[src/fmSynthPkg.sv]
package fmSynthPkg;

	typedef logic [3:0] fmChannel_t;
	typedef logic [19:0] fmPhase_t;
	typedef logic signed [7:0] fmSample_t;
	typedef logic signed [11:0] fmAccum_t;
	typedef logic [31:0] fmWord_t;
	typedef logic [1:0] fmOk_t;
	typedef logic [4:0] fmOpm_t;

	// waveform codes, 8 to 15 fall back to sine
	typedef enum logic [3:0] {
		sine = 4'h0,
		halfSine = 4'h1,
		absSine = 4'h2,
		pulseSine = 4'h3,
		doubleHalf = 4'h4,
		doubleAbs = 4'h5,
		square = 4'h6,
		saw = 4'h7
	} fmWave_e;

	typedef struct packed {
		logic [3:0] wave;
		logic [2:0] shift;
		logic subHalf;
		logic subQuarter;
		logic subEighth;
		logic modEnable;
		logic reserved;
		fmPhase_t increment;
	} fmCtrlWord_t;

	typedef struct packed {
		fmWord_t addr;
		fmWord_t writeData;
		fmOpm_t opm;
	} fmBusReq_t;

	typedef struct packed {
		fmWord_t readData;
		fmOk_t ok;
	} fmBusResp_t;

	typedef struct packed {
		fmCtrlWord_t ctrlA;
		fmCtrlWord_t ctrlB;
		fmPhase_t phaseA;
		fmPhase_t phaseB;
	} fmChanState_t;

	typedef struct packed {
		fmChannel_t channel;
		logic valid;
	} fmTag_t;

	localparam int fmNumChannels = 16;
	localparam fmChannel_t fmLastChannel = 4'd15;

	localparam fmOk_t busOkReady = 2'b00;
	localparam fmOk_t busOkOk = 2'b01;
	localparam int fmOpmReadBit = 3;
	localparam int fmOpmWriteBit = 4;

	localparam logic [11:0] fmDevSelect = 12'h008;
	localparam logic [5:0] fmChanBlock = 6'b110000;
	localparam logic [2:0] fmRegCtrlA = 3'd0;
	localparam logic [2:0] fmRegPhaseA = 3'd3;
	localparam logic [2:0] fmRegCtrlB = 3'd4;
	localparam logic [2:0] fmRegPhaseB = 3'd7;

	// pipeline shape of one operator and where the modulator lands in the carrier phase
	localparam int fmShaperDepth = 3;
	localparam int fmModBit = 14;

	localparam fmSample_t sineTable [64] = '{
		8'h00, 8'h0C, 8'h18, 8'h24, 8'h30, 8'h3B, 8'h46, 8'h50,
		8'h59, 8'h62, 8'h69, 8'h70, 8'h75, 8'h79, 8'h7C, 8'h7E,
		8'h7F, 8'h7E, 8'h7C, 8'h79, 8'h75, 8'h70, 8'h69, 8'h62,
		8'h59, 8'h50, 8'h46, 8'h3B, 8'h30, 8'h24, 8'h18, 8'h0C,
		8'h00, 8'hF4, 8'hE8, 8'hDC, 8'hD0, 8'hC5, 8'hBA, 8'hB0,
		8'hA7, 8'h9E, 8'h97, 8'h90, 8'h8B, 8'h87, 8'h84, 8'h82,
		8'h81, 8'h82, 8'h84, 8'h87, 8'h8B, 8'h90, 8'h97, 8'h9E,
		8'hA7, 8'hB0, 8'hBA, 8'hC5, 8'hD0, 8'hDC, 8'hE8, 8'hF4
	};

endpackage

[src/fmChannelScheduler.sv]
`timescale 1ns/10ps

module fmChannelScheduler (
	input logic clock,
	input logic reset,
	input logic channelTick,
	input logic sampleTick,
	output fmSynthPkg::fmTag_t tag,
	output logic stepFrame,
	output logic frameEnd
);

	logic tickQ;
	logic sampleQ;
	logic stepLatch;
	fmSynthPkg::fmChannel_t rover;
	logic roverWrap;

	assign roverWrap = tickQ && (rover == fmSynthPkg::fmLastChannel);

	always_ff @(posedge clock)
	begin
		if (reset)
		begin
			tickQ <= 1'b0;
			sampleQ <= 1'b0;
			stepLatch <= 1'b0;
			rover <= '0;
			tag <= '0;
			stepFrame <= 1'b0;
			frameEnd <= 1'b0;
		end
		else
		begin
			tickQ <= channelTick;
			sampleQ <= sampleTick;

			// one tag per tick, for the channel the rover moves to
			tag.valid <= tickQ;
			frameEnd <= roverWrap;
			if (tickQ)
			begin
				rover <= rover + 1'b1;
				tag.channel <= rover + 1'b1;
			end

			// step request waits for the frame boundary
			if (roverWrap)
			begin
				stepFrame <= stepLatch;
				stepLatch <= sampleQ;
			end
			else if (sampleQ)
				stepLatch <= 1'b1;
		end
	end

endmodule

[src/fmMixer.sv]
`timescale 1ns/10ps

module fmMixer (
	input logic clock,
	input logic reset,
	input fmSynthPkg::fmSample_t channelSample,
	input fmSynthPkg::fmTag_t sampleTag,
	input logic frameEnd,
	output fmSynthPkg::fmSample_t pcmLeft,
	output fmSynthPkg::fmSample_t pcmRight
);

	fmSynthPkg::fmAccum_t accum;
	fmSynthPkg::fmAccum_t addend;
	fmSynthPkg::fmSample_t saturated;

	always_comb
	begin
		addend = '0;
		if (sampleTag.valid)
			addend = {{4{channelSample[7]}}, channelSample};

		// clip when the upper bits are not a sign extension
		saturated = accum[7:0];
		if (accum[11:8] != {4{accum[7]}})
			saturated = accum[11] ? 8'sh80 : 8'sh7F;
	end

	always_ff @(posedge clock)
	begin
		if (reset)
		begin
			accum <= '0;
			pcmLeft <= '0;
			pcmRight <= '0;
		end
		else if (frameEnd)
		begin
			// mono mix on both sides
			pcmLeft <= saturated;
			pcmRight <= saturated;
			// a sample landing on the boundary opens the next frame
			accum <= addend;
		end
		else
			accum <= accum + addend;
	end

endmodule

[src/fmOperatorPair.sv]
`timescale 1ns/10ps

module fmOperatorPair (
	input logic clock,
	input logic reset,
	input fmSynthPkg::fmChanState_t chanState,
	input fmSynthPkg::fmTag_t stateTag,
	output fmSynthPkg::fmSample_t channelSample,
	output fmSynthPkg::fmTag_t sampleTag
);

	localparam int depth = fmSynthPkg::fmShaperDepth;

	fmSynthPkg::fmSample_t modSample;
	fmSynthPkg::fmSample_t carSample;
	fmSynthPkg::fmPhase_t carPhaseDly [depth];
	fmSynthPkg::fmCtrlWord_t carCtrlDly [depth];
	fmSynthPkg::fmSample_t modSampleDly [depth];
	logic modEnableDly [depth];
	fmSynthPkg::fmTag_t tagDly [2 * depth];
	fmSynthPkg::fmPhase_t carPhase;
	fmSynthPkg::fmCtrlWord_t carCtrl;

	// operator B modulates
	fmWaveShaper modShaper_i (
		.clock(clock),
		.reset(reset),
		.phase(chanState.phaseB),
		.ctrl(chanState.ctrlB),
		.sample(modSample)
	);

	assign carCtrl = carCtrlDly[depth - 1];

	// modulator output bits 7:2 offset the carrier table index
	always_comb
	begin
		carPhase = carPhaseDly[depth - 1];
		if (carCtrl.modEnable)
			carPhase = carPhase + (fmSynthPkg::fmPhase_t'(modSample[7:2]) << fmSynthPkg::fmModBit);
	end

	// operator A is the carrier
	fmWaveShaper carShaper_i (
		.clock(clock),
		.reset(reset),
		.phase(carPhase),
		.ctrl(carCtrl),
		.sample(carSample)
	);

	always_ff @(posedge clock)
	begin
		carPhaseDly[0] <= chanState.phaseA;
		carCtrlDly[0] <= chanState.ctrlA;
		modSampleDly[0] <= modSample;
		modEnableDly[0] <= carCtrl.modEnable;
		for (int i = 1; i < depth; i++)
		begin
			carPhaseDly[i] <= carPhaseDly[i - 1];
			carCtrlDly[i] <= carCtrlDly[i - 1];
			modSampleDly[i] <= modSampleDly[i - 1];
			modEnableDly[i] <= modEnableDly[i - 1];
		end
		// 8-bit wrap on the plain sum
		if (modEnableDly[depth - 1])
			channelSample <= carSample;
		else
			channelSample <= carSample + modSampleDly[depth - 1];
	end

	always_ff @(posedge clock)
	begin
		if (reset)
		begin
			for (int i = 0; i < 2 * depth; i++)
				tagDly[i] <= '0;
			sampleTag <= '0;
		end
		else
		begin
			tagDly[0] <= stateTag;
			for (int i = 1; i < 2 * depth; i++)
				tagDly[i] <= tagDly[i - 1];
			sampleTag <= tagDly[2 * depth - 1];
		end
	end

endmodule

[src/fmRegBank.sv]
`timescale 1ns/10ps

module fmRegBank (
	input logic clock,
	input logic reset,
	input fmSynthPkg::fmBusReq_t busReq,
	input fmSynthPkg::fmTag_t tag,
	input logic stepFrame,
	output fmSynthPkg::fmBusResp_t busResp,
	output fmSynthPkg::fmChanState_t chanState,
	output fmSynthPkg::fmTag_t stateTag
);

	fmSynthPkg::fmCtrlWord_t ctrlA [fmSynthPkg::fmNumChannels];
	fmSynthPkg::fmCtrlWord_t ctrlB [fmSynthPkg::fmNumChannels];
	fmSynthPkg::fmPhase_t phaseA [fmSynthPkg::fmNumChannels];
	fmSynthPkg::fmPhase_t phaseB [fmSynthPkg::fmNumChannels];

	fmSynthPkg::fmBusReq_t reqQ;
	logic stepQ;
	logic devSel;
	logic chanSel;
	logic readSel;
	logic writeSel;
	fmSynthPkg::fmChannel_t busChannel;
	logic [2:0] regOffset;
	fmSynthPkg::fmWord_t readMux;
	fmSynthPkg::fmPhase_t nextPhaseA;
	fmSynthPkg::fmPhase_t nextPhaseB;

	// decode works on the registered request
	assign devSel = (reqQ.addr[27:16] == fmSynthPkg::fmDevSelect);
	assign chanSel = (reqQ.addr[15:10] == fmSynthPkg::fmChanBlock);
	assign readSel = devSel && reqQ.opm[fmSynthPkg::fmOpmReadBit];
	assign writeSel = devSel && reqQ.opm[fmSynthPkg::fmOpmWriteBit];
	assign busChannel = reqQ.addr[8:5];
	assign regOffset = reqQ.addr[4:2];

	assign nextPhaseA = chanState.phaseA + chanState.ctrlA.increment;
	assign nextPhaseB = chanState.phaseB + chanState.ctrlB.increment;

	always_comb
	begin
		readMux = '0;
		if (readSel && chanSel)
		begin
			case (regOffset)
				fmSynthPkg::fmRegCtrlA: readMux = ctrlA[busChannel];
				fmSynthPkg::fmRegPhaseA: readMux = fmSynthPkg::fmWord_t'(phaseA[busChannel]);
				fmSynthPkg::fmRegCtrlB: readMux = ctrlB[busChannel];
				fmSynthPkg::fmRegPhaseB: readMux = fmSynthPkg::fmWord_t'(phaseB[busChannel]);
				// spare control words read as zero
				default: readMux = '0;
			endcase
		end
	end

	always_ff @(posedge clock)
	begin
		reqQ <= busReq;
		if (reset)
			reqQ.opm <= '0;
	end

	always_ff @(posedge clock)
	begin
		if (reset)
		begin
			busResp.readData <= '0;
			busResp.ok <= fmSynthPkg::busOkReady;
			stateTag <= '0;
			stepQ <= 1'b0;
		end
		else
		begin
			busResp.readData <= readMux;
			busResp.ok <= (readSel || writeSel) ? fmSynthPkg::busOkOk : fmSynthPkg::busOkReady;
			stateTag <= tag;
			stepQ <= stepFrame;
		end
	end

	// state of the tagged channel, one cycle behind the tag
	always_ff @(posedge clock)
	begin
		chanState.ctrlA <= ctrlA[tag.channel];
		chanState.ctrlB <= ctrlB[tag.channel];
		chanState.phaseA <= phaseA[tag.channel];
		chanState.phaseB <= phaseB[tag.channel];
	end

	always_ff @(posedge clock)
	begin
		if (reset)
		begin
			for (int i = 0; i < fmSynthPkg::fmNumChannels; i++)
			begin
				ctrlA[i] <= '0;
				ctrlB[i] <= '0;
				phaseA[i] <= '0;
				phaseB[i] <= '0;
			end
		end
		else
		begin
			if (writeSel && chanSel)
			begin
				case (regOffset)
					fmSynthPkg::fmRegCtrlA: ctrlA[busChannel] <= reqQ.writeData;
					fmSynthPkg::fmRegCtrlB: ctrlB[busChannel] <= reqQ.writeData;
					default:
					begin
						// phase registers only move by advance
					end
				endcase
			end
			// advance wraps at 20 bits
			if (stateTag.valid && stepQ)
			begin
				phaseA[stateTag.channel] <= nextPhaseA;
				phaseB[stateTag.channel] <= nextPhaseB;
			end
		end
	end

endmodule

[src/fmSynthTop.sv]
`timescale 1ns/10ps

module fmSynthTop (
	input logic clock,
	input logic reset,
	input fmSynthPkg::fmBusReq_t busReq,
	input logic channelTick,
	input logic sampleTick,
	output fmSynthPkg::fmBusResp_t busResp,
	output fmSynthPkg::fmSample_t pcmLeft,
	output fmSynthPkg::fmSample_t pcmRight
);

	fmSynthPkg::fmTag_t tag;
	logic stepFrame;
	logic frameEnd;
	fmSynthPkg::fmChanState_t chanState;
	fmSynthPkg::fmTag_t stateTag;
	fmSynthPkg::fmSample_t channelSample;
	fmSynthPkg::fmTag_t sampleTag;

	fmChannelScheduler fmChannelScheduler_i (
		.clock(clock),
		.reset(reset),
		.channelTick(channelTick),
		.sampleTick(sampleTick),
		.tag(tag),
		.stepFrame(stepFrame),
		.frameEnd(frameEnd)
	);

	fmRegBank fmRegBank_i (
		.clock(clock),
		.reset(reset),
		.busReq(busReq),
		.tag(tag),
		.stepFrame(stepFrame),
		.busResp(busResp),
		.chanState(chanState),
		.stateTag(stateTag)
	);

	fmOperatorPair fmOperatorPair_i (
		.clock(clock),
		.reset(reset),
		.chanState(chanState),
		.stateTag(stateTag),
		.channelSample(channelSample),
		.sampleTag(sampleTag)
	);

	fmMixer fmMixer_i (
		.clock(clock),
		.reset(reset),
		.channelSample(channelSample),
		.sampleTag(sampleTag),
		.frameEnd(frameEnd),
		.pcmLeft(pcmLeft),
		.pcmRight(pcmRight)
	);

endmodule

[src/fmWaveShaper.sv]
`timescale 1ns/10ps

module fmWaveShaper (
	input logic clock,
	input logic reset,
	input fmSynthPkg::fmPhase_t phase,
	input fmSynthPkg::fmCtrlWord_t ctrl,
	output fmSynthPkg::fmSample_t sample
);

	// stage 1
	fmSynthPkg::fmSample_t tabMain;
	fmSynthPkg::fmSample_t tabDouble;
	logic [5:0] index1;
	logic halfCycle1;
	fmSynthPkg::fmCtrlWord_t ctrl1;

	// stage 2
	fmSynthPkg::fmSample_t shaped;
	fmSynthPkg::fmSample_t attenuated;
	fmSynthPkg::fmSample_t level2;
	logic [2:0] shift2;

	// table lookups at normal and double rate
	always_ff @(posedge clock)
	begin
		tabMain <= fmSynthPkg::sineTable[phase[19:14]];
		tabDouble <= fmSynthPkg::sineTable[phase[18:13]];
		index1 <= phase[19:14];
		halfCycle1 <= phase[18];
		ctrl1 <= ctrl;
	end

	always_comb
	begin
		case (ctrl1.wave)
			fmSynthPkg::halfSine: shaped = tabMain[7] ? 8'sh00 : tabMain;
			fmSynthPkg::absSine: shaped = tabMain[7] ? ~tabMain : tabMain;
			fmSynthPkg::pulseSine: shaped = halfCycle1 ? 8'sh00 : tabMain;
			fmSynthPkg::doubleHalf: shaped = halfCycle1 ? 8'sh00 : tabDouble;
			fmSynthPkg::doubleAbs:
			begin
				if (halfCycle1)
					shaped = 8'sh00;
				else
					shaped = tabDouble[7] ? ~tabDouble : tabDouble;
			end
			fmSynthPkg::square: shaped = tabMain[7] ? 8'sh80 : 8'sh7F;
			// ramp straight from the index
			fmSynthPkg::saw: shaped = {~index1[5], index1[4:0], index1[4:3]};
			default: shaped = tabMain;
		endcase

		// each enabled bit takes off a fraction of the shaped value
		attenuated = shaped;
		if (ctrl1.subEighth)
			attenuated = attenuated - (shaped >> 3);
		if (ctrl1.subQuarter)
			attenuated = attenuated - (shaped >> 2);
		if (ctrl1.subHalf)
			attenuated = attenuated - (shaped >> 1);
	end

	always_ff @(posedge clock)
	begin
		level2 <= attenuated;
		shift2 <= ctrl1.shift;
		// logical shift, sign is not kept
		if (reset)
			sample <= '0;
		else
			sample <= level2 >> shift2;
	end

endmodule

[config.mk]
export PLATFORM = sky130hd
export DESIGN_NAME = fmSynthTop
export DESIGN_NICKNAME = d
export VERILOG_FILES = /design/src/fmSynthPkg.sv /design/src/fmChannelScheduler.sv /design/src/fmMixer.sv /design/src/fmOperatorPair.sv /design/src/fmRegBank.sv /design/src/fmSynthTop.sv /design/src/fmWaveShaper.sv
export SDC_FILE = /design/constraint.sdc
export NUM_CORES = 2
export LEC_CHECK = 0
export BUFFER_PORTS_ARGS = -buffer_cell sky130_fd_sc_hd__clkbuf_2
export CAP_MARGIN = 40
export CORE_MARGIN = 2
export CORE_UTILIZATION = 55
export CTS_CLUSTER_DIAMETER = 80
export DETAILED_ROUTE_END_ITERATION = 7
export GPL_ROUTABILITY_DRIVEN = 0
export GPL_TIMING_DRIVEN = 0
export PLACE_DENSITY = 0.71
export SLEW_MARGIN = 5
export SYNTH_ARGS = -nofsm -noshare
export SYNTH_HDL_FRONTEND = slang
export SYNTH_HIERARCHICAL = 1
export SYNTH_SLANG_ARGS = --single-unit
[constraint.sdc]
create_clock -name clock -period 8.6 [get_ports clock]
set_input_delay 2.58 -clock clock [delete_from_list [all_inputs] [get_ports clock]]
set_output_delay 2.58 -clock clock [all_outputs]
set_load 0.005 [all_outputs]
[Word level (Yosys, flattened, before mapping)]
Memory sizes are Yosys's and may differ from the RTL's. A register that Yosys moved wholly into a read port is not among the register bits.
Index checks and enable logic that the tools add are counted.
Storage, ports and cells
  bits in registers: 215
  bits in writable memories: 1877
  ROM bits: 2048
  input bits: 73
  memories: 13
Memory list
  (name not given): words 64, width 8, read ports 1, clocked after Yosys merged registers in 1, wr ports 0, RTL line fmWaveShaper.sv:28  | tabDouble <= fmSynthPkg::sineTable[phase[18:13]];
  (name not given): words 64, width 8, read ports 1, clocked after Yosys merged registers in 1, wr ports 0, RTL line fmWaveShaper.sv:28
  (name not given): words 64, width 8, read ports 1, clocked after Yosys merged registers in 1, wr ports 0, RTL line fmWaveShaper.sv:27  | tabMain <= fmSynthPkg::sineTable[phase[19:14]];
  (name not given): words 64, width 8, read ports 1, clocked after Yosys merged registers in 1, wr ports 0, RTL line fmWaveShaper.sv:27
  fmRegBank_i.ctrlA: words 16, width 32, read ports 2, clocked after Yosys merged registers in 2, wr ports 16, RTL line fmRegBank.sv:14  | fmSynthPkg::fmCtrlWord_t ctrlA [fmSynthPkg::fmNumChannels];
  fmRegBank_i.ctrlB: words 16, width 32, read ports 2, clocked after Yosys merged registers in 2, wr ports 16, RTL line fmRegBank.sv:15  | fmSynthPkg::fmCtrlWord_t ctrlB [fmSynthPkg::fmNumChannels];
  7 more memories
Operators by class
  add/sub/neg operators: 12
  equality and inequality tests: 21
  shift operators: 2
  mux-type cells: 64
  bitwise gates (word level): 17
  reductions and logical operators: 14
Operators by type and width (count)
  8-bit two-way mux: 21
  32-bit one-hot mux with 4 select lines: 1
  8-bit one-hot mux with 7 select lines: 2
  32-bit two-way mux: 2
  32-bit OR reduction: 2
  20-bit adder: 3
  20-bit two-way mux: 3
  20-bit OR reduction: 2
  4-bit by 3-bit == test with 1-bit output, second input constant: 8
  8-bit NOT: 4
  5-bit two-way mux: 6
  6-bit NOT with 7-bit output: 4
  12-bit two-way mux: 2
  1-bit two-way mux: 21
  4-bit by 2-bit == test with 1-bit output, second input constant: 4
  4-bit two-way mux: 4
  8-bit by 3-bit >> shifter with 8-bit output: 2
  8-bit by 6-bit subtractor with 8-bit output: 2
  8-bit by 7-bit subtractor with 8-bit output: 2
  8-bit subtractor: 2
  7-bit two-way mux: 2
  12-bit adder: 1
  12-bit by 4-bit == test with 1-bit output, second input constant: 1
  8-bit adder: 1
  other kinds (14): 28

[Longest topological paths before layout]
  word-level depth: 10
  mapped depth: 26

[Hierarchy]
The synthesis kept the hierarchy.
By module, submodules not included
  fmRegBank: times used 1, cells an instance 5876, area an instance 92500.0 µm²
  fmWaveShaper: times used 2, cells an instance 536, area an instance 4185.3 µm²
  fmOperatorPair: times used 1, cells an instance 359, area an instance 5469.0 µm²
  fmMixer: times used 1, cells an instance 178, area an instance 1388.8 µm²
  fmChannelScheduler: times used 1, cells an instance 34, area an instance 396.6 µm²

[Worst setup path before layout]
OpenSTA, ideal clock, no wires.
  kind: in2reg
  from: in reset
  to: mem fmRegBank_i/ctrlA[11][0] in the netlist's numbering (enable)
  library setup time: 0.375 ns
  arrival time: 4.296 ns
  data required time: 8.225 ns
  slack: 3.929 ns
  stages: 6
  buffers on the path: 0
  path through: nor4_1 > nand4_1 > nor4b_4 > nand3_1 > nor2_1 > or2_2
RTL lines
  start, declared: RTL line fmSynthTop.sv:5  | input logic reset,
  end, declared: RTL line fmRegBank.sv:14

==> impl_metrics.env <==
export IMPL_worstPathMaxFanout=20
export IMPL_post_dp_cell_area_um2=112000
export IMPL_slowest_stage="nor2_1"
export IMPL_startpoint_type="primary input"
export IMPL_nFillCells=13800
export IMPL_crit_family="simple AND/OR/NAND/NOR gates"
export IMPL_clock_fmax_mhz=175
export IMPL_crit_buf_inv=3
export IMPL_path_cells="clkbuf_2 > nor4_1 > nand4_1 > buf_6 > nor4_4 > nand2_1 > nor2_1 > or2_2 > buf_12"
export IMPL_io_pins=123
export IMPL_post_place_ws_ns=1.69
export IMPL_dr_total_vias=76600
export IMPL_final_cell_area_um2=119000
export IMPL_slew_viol_final=0
export IMPL_whs_path_depth=0
export IMPL_arrival_ns=6.26
export IMPL_grt_pass1_wl_um=546000
export IMPL_top_layer_used="met5"
export IMPL_setup_viol=0
export IMPL_drt_vias_per_instance=7.21
export IMPL_hold_end="fmOperatorPair_i/carShaper_i/ctrl1[26]"
export IMPL_drv_cap=0
export IMPL_crit_type="primary input to register"
export IMPL_die_x_um=441
export IMPL_fin_skew_ns=0.0525
export IMPL_power_leakage_uw=0.0434
export IMPL_cts_root_buf="clkbuf_16"
export IMPL_holdWs_ns=0.310
export IMPL_multi_input_area_um2=43100
export IMPL_clockBufferDepth=3
export IMPL_violations="DRC"
export IMPL_hold_buffers=0
export IMPL_switching_share=0.279
export IMPL_ant_nets=0
export IMPL_max_slew_worst_pin_slew_ns=1.15
export IMPL_hold_viol_final=0
export IMPL_min_from="fmOperatorPair_i/carCtrlDly[0][90]"
export IMPL_slowest_delay_ns=0.84
export IMPL_synth_fp_nets=7559
export IMPL_relSlewSlack=0.236
export IMPL_r2r_end="fmRegBank_i/busResp[9]"
export IMPL_finalCritPeriodShare=0.664
export IMPL_p_clk_frac=0.376
export IMPL_syn_to_final_growth_pct=13.7
export IMPL_ir_worst_vdd_mv=0.188
export IMPL_layout_drive_gt1_share=0.246
export IMPL_setup_tns_final_ns=0
export IMPL_totalWireLength_um=400000
export IMPL_dp_hpwl_um=279000
export IMPL_die_h_um=441
export IMPL_seq_area_um2=58500
export IMPL_drcViolationCount=142
export IMPL_ff2ff_path_depth=9
export IMPL_cts_inserted_buffers=215
export IMPL_syn_inst=7343
export IMPL_wl_met2_um=167000
export IMPL_overflow=0
export IMPL_dp_cells=10200
export IMPL_p_seq_frac=0.451
export IMPL_syn_avg_cell_area_um2=14.3
export IMPL_cts_tree="done"
export IMPL_wl_met1_um=120000
export IMPL_port_buffer_count=111
export IMPL_fin_crit_ns=5.71
export IMPL_powerDensity_nw_per_um2=217
export IMPL_fp_row_count=160
export IMPL_cts_setup_buffers=0
export IMPL_clkLatencyLatePin_ns=0.91
export IMPL_status="finished, violations left"
export IMPL_comb_power_share=0.173
export IMPL_rsz0062_at_grt="no"
export IMPL_cts_sinks=2091
export IMPL_start_util=0.553
export IMPL_switchingPower_uw=7220
export IMPL_fp_coreArea_um2=190000
export IMPL_grt_max_degree=41
export IMPL_r2r_start="fmRegBank_i/busChannel[0]"
export IMPL_grt_usage=0.410
export IMPL_grt_pass1_vias=73000
export IMPL_setup_ws_ns=2.89
export IMPL_dieArea_um2=194000
export IMPL_dr_pass1_iters=8
export IMPL_antenna_found_initial=35
export IMPL_ys_warnings_count=6
export IMPL_p_int_uw=18700
export IMPL_first_iter_violations=14600
export IMPL_layout_nets=8101
export IMPL_wl_met3_um=73000
export IMPL_critPathRequiredTime_ns=9.15
export IMPL_path_clk_slew_ns=0.06
export IMPL_wl_per_cell_um=37.7
export IMPL_hp_class="register to register"
export IMPL_netlist_area_um2=105000
export IMPL_fin_cells=10600
export IMPL_htree_levels=4
export IMPL_cts_resized=0
export IMPL_end_kind="register"
export IMPL_reg2reg_slack_ns=3.11
per-stage QoR:
stage	total power (µW)	utilization
3_5_place_dp	16100	0.588
2_1_floorplan	14600	-
5_1_grt	26500	0.628
4_1_cts	25700	0.627
3_3_place_gp	15900	0.572
6_report	25900	0.629
final cells by class:
cell class,instances,share of cell area
Buffer,682,0.0255
Inverter,111,0.00349
Tap cell,2511,0.0263
Antenna cell,35,0.000734
Clock inverter,106,0.0107
Sequential cell,2091,0.490
Multi-Input combinational cell,4459,0.361
Timing Repair Buffer,325,0.0307
Clock buffer,302,0.0508
per-layer routing:
| layer | global-route usage | vias up |
|---|---|---|
| met5 | 0.0166 | - |
| met4 | 0.308 | 26 |
| met3 | 0.207 | 2101 |
| met2 | 0.577 | 7832 |
| met1 | 0.478 | 37600 |
| li1 | - | 29100 |
worst max path at each step:
stage | from | to | cells after the start
after floorplan | reset | fmRegBank_i/ctrlA[11][0] | 6
after global placement | reset | fmRegBank_i/phaseB[1][12] | 4
after detailed placement | reset | fmRegBank_i/ctrlA[7][28] | 8
after CTS | reset | fmRegBank_i/ctrlA[7][17] | 8
after global routing | reset | fmRegBank_i/ctrlA[6][28] | 9
final | reset | fmRegBank_i/ctrlB[2][23] | 9
state kept, by name, indices dropped and copies added, names as in the netlist, 10 cells and up:
name,flops
fmOperatorPair_i/modSampleDly,24
fmRegBank_i/ctrlA,512
fmRegBank_i/ctrlB,512
fmOperatorPair_i/carCtrlDly,33
fmRegBank_i/busResp,33
fmOperatorPair_i/carShaper_i/ctrl1,10
fmOperatorPair_i/modShaper_i/ctrl1,10
fmRegBank_i/phaseA,320
fmRegBank_i/phaseB,320
fmRegBank_i/chanState,101
fmOperatorPair_i/carPhaseDly,21
fmMixer_i/accum,12
fmRegBank_i/reqQ,52
cells in the final DEF, fill, tap and decap left out, types with 74 or more instances in the layout:
cell          n
buf_2       129
clkbuf_1    466
nor2_1      688
buf_6        84
ha_1        132
clkbuf_16   220
nand2_1     169
dfxtp_1     427
and2_1     1036
o21ai_0     161
a22oi_1     108
a21oi_1     218
nor3_1      142
edfxtp_1   1664
mux2i_1      74
clkbuf_2    183
mux4_2      949
inv_1       105
power groups by stage:
stage	clock, µW	sequential (µW)	combinational [µW]
after floorplan	0	11700	2870
after global placement	0	11900	4020
after detailed placement	0	11900	4250
after CTS	9720	11700	4280
after global routing	10100	11700	4690
final	9720	11700	4480
Note: power is estimated with default switching activity, not from simulation.
